--- src/icache_pkg.sv ---
package icache_pkg;

    // cache geometry
    localparam int unsigned WAY_NUM        = 2;
    localparam int unsigned SET_NUM        = 128;
    localparam int unsigned LINE_BEATS     = 8;
    localparam int unsigned PAIRS_PER_LINE = 4;

    // byte address
    typedef logic [31:0] addr_t;

    // one instruction or one memory beat
    typedef logic [31:0] inst_t;

    // lower word at the lower address
    typedef logic [63:0] inst_pair_t;

    // address bits 31..12
    typedef logic [19:0] tag_t;

    // address bits 11..5
    typedef logic [6:0] set_idx_t;

    // address bits 11..3
    typedef logic [8:0] pair_idx_t;

    // bit 0 is the lower word
    typedef logic [1:0] fetch_mask_t;

    typedef logic [1:0] way_vec_t;

    typedef logic [3:0] beat_len_t;

    typedef logic [2:0] beat_cnt_t;

    typedef enum logic [1:0] {
        S_LOOKUP,
        S_MISS_REQ,
        S_MISS_FILL,
        S_RETURN
    } refill_state_e;

endpackage
--- src/refill_if.sv ---
interface refill_if;

    logic                   wr_en;
    icache_pkg::pair_idx_t  wr_index;
    icache_pkg::inst_pair_t wr_data;
    icache_pkg::tag_t       wr_tag;
    // final pair of the line
    logic                   wr_last;

    modport ctrl (
        output wr_en,
        output wr_index,
        output wr_data,
        output wr_tag,
        output wr_last
    );

    modport arrays (
        input wr_en,
        input wr_index,
        input wr_data,
        input wr_tag,
        input wr_last
    );

endinterface

--- src/miss_ctrl.sv ---
module miss_ctrl (
    input  logic                      clk,
    input  logic                      rst_n,
    input  logic                      flush_i,
    input  logic                      fetch_valid_i,
    input  icache_pkg::addr_t         fetch_addr_i,
    input  icache_pkg::fetch_mask_t   fetch_mask_i,
    output logic                      fetch_ready_o,
    output logic                      dec_valid_o,
    output icache_pkg::addr_t         dec_addr_o,
    output icache_pkg::fetch_mask_t   dec_mask_o,
    output icache_pkg::inst_pair_t    dec_insts_o,
    output logic                      mem_req_o,
    output icache_pkg::addr_t         mem_addr_o,
    output icache_pkg::beat_len_t     mem_len_o,
    input  logic                      mem_ack_i,
    input  logic                      mem_data_valid_i,
    input  icache_pkg::inst_t         mem_data_i,
    output logic                      lookup_en_o,
    output icache_pkg::addr_t         lookup_index_o,
    output icache_pkg::tag_t          cmp_tag_o,
    input  icache_pkg::way_vec_t      hit_i,
    input  icache_pkg::inst_pair_t    hit_pair_i,
    refill_if.ctrl                    fill
);

    icache_pkg::refill_state_e state_q;
    icache_pkg::refill_state_e state_d;
    logic                      stg_valid;
    icache_pkg::addr_t         stg_addr;
    icache_pkg::fetch_mask_t   stg_mask;
    icache_pkg::beat_cnt_t     beat_cnt_q;
    icache_pkg::inst_t         lo_word_q;
    icache_pkg::inst_pair_t    ret_pair_q;
    logic                      miss;
    logic                      beat;
    logic                      pair_done;

    // mask zero is a bubble and never misses
    assign miss = (state_q == icache_pkg::S_LOOKUP) && stg_valid && (|stg_mask)
                  && !(|hit_i) && !flush_i;
    assign beat      = (state_q == icache_pkg::S_MISS_FILL) && mem_data_valid_i;
    assign pair_done = beat && beat_cnt_q[0];

    assign fetch_ready_o = !flush_i && (((state_q == icache_pkg::S_LOOKUP) && !miss)
                                        || (state_q == icache_pkg::S_RETURN));
    assign lookup_en_o    = fetch_valid_i && fetch_ready_o;
    assign lookup_index_o = fetch_addr_i;
    assign cmp_tag_o      = stg_addr[31:12];

    always_ff @(posedge clk) begin
        if (!rst_n) begin
            stg_valid <= 1'b0;
        end else if (flush_i) begin
            stg_valid <= 1'b0;
        end else if (fetch_ready_o) begin
            stg_valid <= fetch_valid_i;
        end
    end

    always_ff @(posedge clk) begin
        if (lookup_en_o) begin
            stg_addr <= {fetch_addr_i[31:3], 3'b000};
            stg_mask <= fetch_mask_i;
        end
    end

    always_comb begin
        state_d = state_q;
        unique case (state_q)
            icache_pkg::S_LOOKUP: begin
                if (miss) begin
                    state_d = mem_ack_i ? icache_pkg::S_MISS_FILL : icache_pkg::S_MISS_REQ;
                end
            end
            icache_pkg::S_MISS_REQ: begin
                if (mem_ack_i) begin
                    state_d = icache_pkg::S_MISS_FILL;
                end
            end
            icache_pkg::S_MISS_FILL: begin
                if (pair_done && (&beat_cnt_q)) begin
                    state_d = icache_pkg::S_RETURN;
                end
            end
            icache_pkg::S_RETURN: begin
                state_d = icache_pkg::S_LOOKUP;
            end
            default: begin
                state_d = icache_pkg::S_LOOKUP;
            end
        endcase
    end

    // counter wraps back to zero after the eighth beat
    always_ff @(posedge clk) begin
        if (!rst_n) begin
            state_q    <= icache_pkg::S_LOOKUP;
            beat_cnt_q <= '0;
        end else begin
            state_q <= state_d;
            if (beat) begin
                beat_cnt_q <= beat_cnt_q + 1'b1;
            end
        end
    end

    always_ff @(posedge clk) begin
        if (beat && !beat_cnt_q[0]) begin
            lo_word_q <= mem_data_i;
        end
        // keep the pair the held packet asked for
        if (pair_done && (beat_cnt_q[2:1] == stg_addr[4:3])) begin
            ret_pair_q <= fill.wr_data;
        end
    end

    assign mem_req_o  = miss || (state_q == icache_pkg::S_MISS_REQ);
    assign mem_addr_o = {stg_addr[31:5], 5'b00000};
    assign mem_len_o  = icache_pkg::beat_len_t'(icache_pkg::LINE_BEATS);

    assign fill.wr_en    = pair_done;
    assign fill.wr_index = {stg_addr[11:5], beat_cnt_q[2:1]};
    assign fill.wr_data  = {mem_data_i, lo_word_q};
    assign fill.wr_tag   = stg_addr[31:12];
    assign fill.wr_last  = &beat_cnt_q;

    assign dec_valid_o = !flush_i && stg_valid && (|stg_mask)
                         && (((state_q == icache_pkg::S_LOOKUP) && (|hit_i))
                             || (state_q == icache_pkg::S_RETURN));
    assign dec_insts_o = (state_q == icache_pkg::S_RETURN) ? ret_pair_q : hit_pair_i;
    assign dec_addr_o  = stg_addr;
    assign dec_mask_o  = stg_mask;

endmodule

--- src/flat_wrapper.sv ---
// flat-port wrapper written by rule: the top's interface ports become plain ports
module miss_ctrl_flat 
  (clk, rst_n, flush_i, fetch_valid_i, fetch_addr_i, fetch_mask_i, fetch_ready_o, dec_valid_o, dec_addr_o, dec_mask_o, dec_insts_o, mem_req_o, mem_addr_o, mem_len_o, mem_ack_i, mem_data_valid_i, mem_data_i, lookup_en_o, lookup_index_o, cmp_tag_o, hit_i, hit_pair_i, fill_wr_en, fill_wr_index, fill_wr_data, fill_wr_tag, fill_wr_last);
  refill_if fill_i ();
  input  logic clk;
  input  logic rst_n;
  input  logic flush_i;
  input  logic fetch_valid_i;
  input  icache_pkg::addr_t fetch_addr_i;
  input  icache_pkg::fetch_mask_t fetch_mask_i;
  output logic fetch_ready_o;
  output logic dec_valid_o;
  output icache_pkg::addr_t dec_addr_o;
  output icache_pkg::fetch_mask_t dec_mask_o;
  output icache_pkg::inst_pair_t dec_insts_o;
  output logic mem_req_o;
  output icache_pkg::addr_t mem_addr_o;
  output icache_pkg::beat_len_t mem_len_o;
  input  logic mem_ack_i;
  input  logic mem_data_valid_i;
  input  icache_pkg::inst_t mem_data_i;
  output logic lookup_en_o;
  output icache_pkg::addr_t lookup_index_o;
  output icache_pkg::tag_t cmp_tag_o;
  input  icache_pkg::way_vec_t hit_i;
  input  icache_pkg::inst_pair_t hit_pair_i;
  output wire logic [$bits(fill_i.wr_en)-1:0] fill_wr_en;
  output wire logic [$bits(fill_i.wr_index)-1:0] fill_wr_index;
  output wire logic [$bits(fill_i.wr_data)-1:0] fill_wr_data;
  output wire logic [$bits(fill_i.wr_tag)-1:0] fill_wr_tag;
  output wire logic [$bits(fill_i.wr_last)-1:0] fill_wr_last;
  assign fill_wr_en = fill_i.wr_en;
  assign fill_wr_index = fill_i.wr_index;
  assign fill_wr_data = fill_i.wr_data;
  assign fill_wr_tag = fill_i.wr_tag;
  assign fill_wr_last = fill_i.wr_last;
  miss_ctrl u_core (.clk(clk), .rst_n(rst_n), .flush_i(flush_i), .fetch_valid_i(fetch_valid_i), .fetch_addr_i(fetch_addr_i), .fetch_mask_i(fetch_mask_i), .fetch_ready_o(fetch_ready_o), .dec_valid_o(dec_valid_o), .dec_addr_o(dec_addr_o), .dec_mask_o(dec_mask_o), .dec_insts_o(dec_insts_o), .mem_req_o(mem_req_o), .mem_addr_o(mem_addr_o), .mem_len_o(mem_len_o), .mem_ack_i(mem_ack_i), .mem_data_valid_i(mem_data_valid_i), .mem_data_i(mem_data_i), .lookup_en_o(lookup_en_o), .lookup_index_o(lookup_index_o), .cmp_tag_o(cmp_tag_o), .hit_i(hit_i), .hit_pair_i(hit_pair_i), .fill(fill_i));
endmodule
--- config.mk ---
export PLATFORM = sky130hd
export DESIGN_NAME = miss_ctrl_flat
export DESIGN_NICKNAME = d
export VERILOG_FILES = /design/src/icache_pkg.sv /design/src/refill_if.sv /design/src/miss_ctrl.sv /design/src/flat_wrapper.sv
export SDC_FILE = /design/constraint.sdc
export NUM_CORES = 1
export LEC_CHECK = 0
export BUFFER_PORTS_ARGS = -buffer_cell sky130_fd_sc_hd__buf_4
export CORE_AREA = 3 3 163 165
export DETAILED_ROUTE_END_ITERATION = 10
export DIE_AREA = 0 0 166 168
export PLACE_DENSITY_LB_ADDON = 0.05
export SLEW_MARGIN = 20
export SYNTH_ARGS = -nofsm -noshare
export SYNTH_HDL_FRONTEND = slang
export SYNTH_SLANG_ARGS = --single-unit
--- constraint.sdc ---
create_clock -name clk -period 5.5 [get_ports clk]
set_input_delay 1.1 -clock clk [delete_from_list [all_inputs] [get_ports clk]]
set_output_delay 1.1 -clock clk [all_outputs]
set_load 0.05 [all_outputs]
==> results.txt <==
The number of unique standard cell types used by synthesis is 30. The global-route wire length before repair came out at 27.0 mm. The worst supply voltage drop on vdd is 0.146 mV. The final cell count without fillers came out at 1,028. In this run the remaining antenna-violating nets after routing total 0. In the global route stage, overall resource usage came out at 13.1%. Among all flip-flop cells after synthesis, the most frequent one is edfxtp_1. 423 I/O pins were placed. After synthesis the cells add up to 6210 um2.

The slew of the pin with the lowest slew margin came out at 1.00 ns. Row generation in the floorplan step produced 58 rows. The violation count after the first detailed-route iteration is 121. The worst setup path is captured at an output pin.

The critical path is of the register to output pin type. The minimum period implied by the final worst setup slack is 3.43 ns. Setup repair after global routing left no endpoint under its margin.

The total power density per cell area came out at 402 nW/um2. The floorplan core area is 25,200 um2. The leftover overflow at the end of global routing came out at 0.

The clock drives 133 sinks. The maximum fanout along the worst path came out at 65. The quantity of hold-fixing buffers added after cts came out at 0. The initial antenna violation count is 0. The Yosys warning count came out at 0. After clock tree synthesis, the repair step resized 0 gates. The fraction of synthesis flops using an asynchronous set or reset pin came out at 0%. Detailed routing inserted a total of 3,997 vias. Setup violations remaining at the end of the flow were counted as 0. The detailed-placement wirelength estimate came out at 14.7 mm.

The number of slew-limit violations in the final report came out at 0. The largest clock skew in the final design is 0.0164 ns. The maximum number of pins on one net before global-route repair came out at 66.

The latest clock arrival within the worst-skew pair came out at 0.42 ns. The layout overhead on the synthesized area is 47.4%. The startpoint type of the worst setup path is a register.

In this run the tightest slew margin relative to its limit is 33.3%. Clock-pin slew was measured on the worst setup and hold paths at 0.07 ns. The floorplan step defined a die boundary enclosing 27,900 um2. The number of H-tree branching levels came out at 4. The maximum buffer depth of the clock tree came out at 2. Max-cap violations in this run came to 0. The average wire per cell in the routed design is 18.4 um. The number of antenna repair diodes came out at 0.

The slowest stage of the critical path is the ha_4 cell. The ratio of final minimum period to clock period is 62.3%. In the synthesized netlist, the number of instances is 409. The flow ran to the end, and the final reports show no timing, DRC or antenna violations. The clock root buffer is clkbuf_16.

The overall routed net length came out at 18.9 mm. The peak clock frequency supported by timing came out at 292 MHz. The library cell used most frequently in the layout, excluding fill and tap cells, is buf_4. The critical path arrival came out at 2.33 ns. The worst path required time is 4.40 ns. The number of synthesized flops with an enable pin is 127.

Walking the worst path, the cells encountered are ha_4 > mux2_2 > buf_4. The summed negative setup slack over all endpoints came out at 0 ns. The effective utilization at floorplan came out at 24.7%.

Before antenna repair, the detailed router went through 4 iterations. The final weighted congestion of routability-driven global placement came out at 0.790. The mean instance size in the synthesized netlist came out at 15.2 um2. The via count of the first global-routing pass came to 4,302. The register bit count reported by yosys is 133.

The via density per instance is 3.89. The number of input and output port buffers inserted is 404. Once placement finished, the instance area stood at 8570 um2. In this run, CTS created clock tree buffers numbering 17. The chip width came out at 166 um. The library cells used most frequently in the layout, excluding fill and tap cells, are buf_4 (406), edfxtp_1 (127), mux2_2 (45). The final non-filler cell area came out at 9160 um2. The TritonCTS clock tree is yes. The overall power after layout is 0.00368 W. The remaining routing DRC violations is 0. Buffers added to address setup during post-CTS repair amount to 0. The layout net count came out at 829. The number of hold-slack violations in the final timing report came out at 0. The largest stage delay on the critical path came out at 0.73 ns. The share of layout cells above drive strength 1 came out at 70.5%. Summing the sequential cell areas from Yosys gives 63.3% of the chip area.

In this run the worst hold path is classified as register to register. The static leakage came out at 3.89 nW. The instance count after placement with tap cells included came out at 996.

The y dimension of the die came out at 168 um.
==> area by class of cell <==
type                       instances  area [um2]
timing repair buffer             406        3050
sequential                       133        3930
tap                              330         413
clock buffer                      17         425
fill                            2451       16000
multi-input combinational        122        1150
inverter                           5        18.8
clock inverter                    15         161
==> kinds of logic after synthesis <==
family	share of synthesized area [%]
buf+inv	19.2
flops	63.3
mux	12.1
simple gates	2.16
compound gates	1.39
fa+ha+maj	1.21
xor+xnor	0.423
other cells	0.121
==> worst max-delay path, delay by kind of cell (launching register included) <==
kind       cells  cell delay [ns]
mux            1             0.44
buf+inv        1             0.19
fa+ha+maj      1             0.73
flops          1             0.41
==> power by group <==
part	internal, W	switching (W)	leakage (nW)
combinational	0.000387	0.000910	2.40
clock	0.000645	0.000489	0.286
sequential	0.00119	0.0000532	1.20
total	0.00223	0.00145	3.89
==> routing by layer <==
layer / global-route usage, % / vias up / part of all wire (%)
li1: - / 1846 / -
met1: 13.7 / 1877 / 35
met2: 24.1 / 264 / 54
met3: 5.59 / 10 / 11
met4: 3.29 / 0 / 0.81
met5: 0 / - / 0
==> worst paths after layout <==
check | slack, ns | start | cells past startpoint | endpoint
setup / recovery | 2.07 | u_core.state_q[1] | 3 | dec_insts_o[44]
hold / removal | 0.45 | u_core.lo_word_q[30] | 0 | u_core.ret_pair_q[30]
setup reg to reg | 3.06 | u_core.state_q[1] | 5 | u_core.dec_addr_o[5]
hold reg to reg | 0.45 | u_core.lo_word_q[30] | 0 | u_core.ret_pair_q[30]
==> registers in the layout, summed over array words and instances, names as in the netlist <==
register	cells
u_core.ret_pair_q	64
u_core.dec_addr_o	29
u_core.state_q	2
u_core.beat_cnt_q	3
u_core.lo_word_q	32
u_core.stg_valid	1
u_core.dec_mask_o	2
==> cell usage after synthesis, types with 2 or more instances <==
| library cell | count | share of area, % |
|---|---|---|
| mux2_2 | 45 | 8.2 |
| mux2i_1 | 2 | 0.32 |
| buf_4 | 152 | 18 |
| nand3_1 | 3 | 0.24 |
| nand3b_1 | 2 | 0.24 |
| edfxtp_1 | 127 | 61 |
| ha_1 | 6 | 1.2 |
| nand2_1 | 5 | 0.30 |
| a21oi_1 | 5 | 0.40 |
| conb_1 | 2 | 0.12 |
| xnor2_1 | 2 | 0.28 |
| buf_2 | 7 | 0.56 |
| nor2_1 | 5 | 0.30 |
| mux2_1 | 20 | 3.6 |
| and3_1 | 2 | 0.20 |
| inv_1 | 5 | 0.30 |
| dfxtp_1 | 6 | 1.9 |
==> through the flow <==
stage	worst slack (ns)	utilization [%]	hold slack, ns
after CTS	1.89	36.4	0.446
after floorplan	1.09	-	0.471
after global placement	2.18	34.0	0.433
final	2.07	36.4	0.447
after detailed placement	2.17	34.0	0.437
after global routing	1.85	36.4	0.465
No activity file was read; power rests on OpenSTA's default activity.
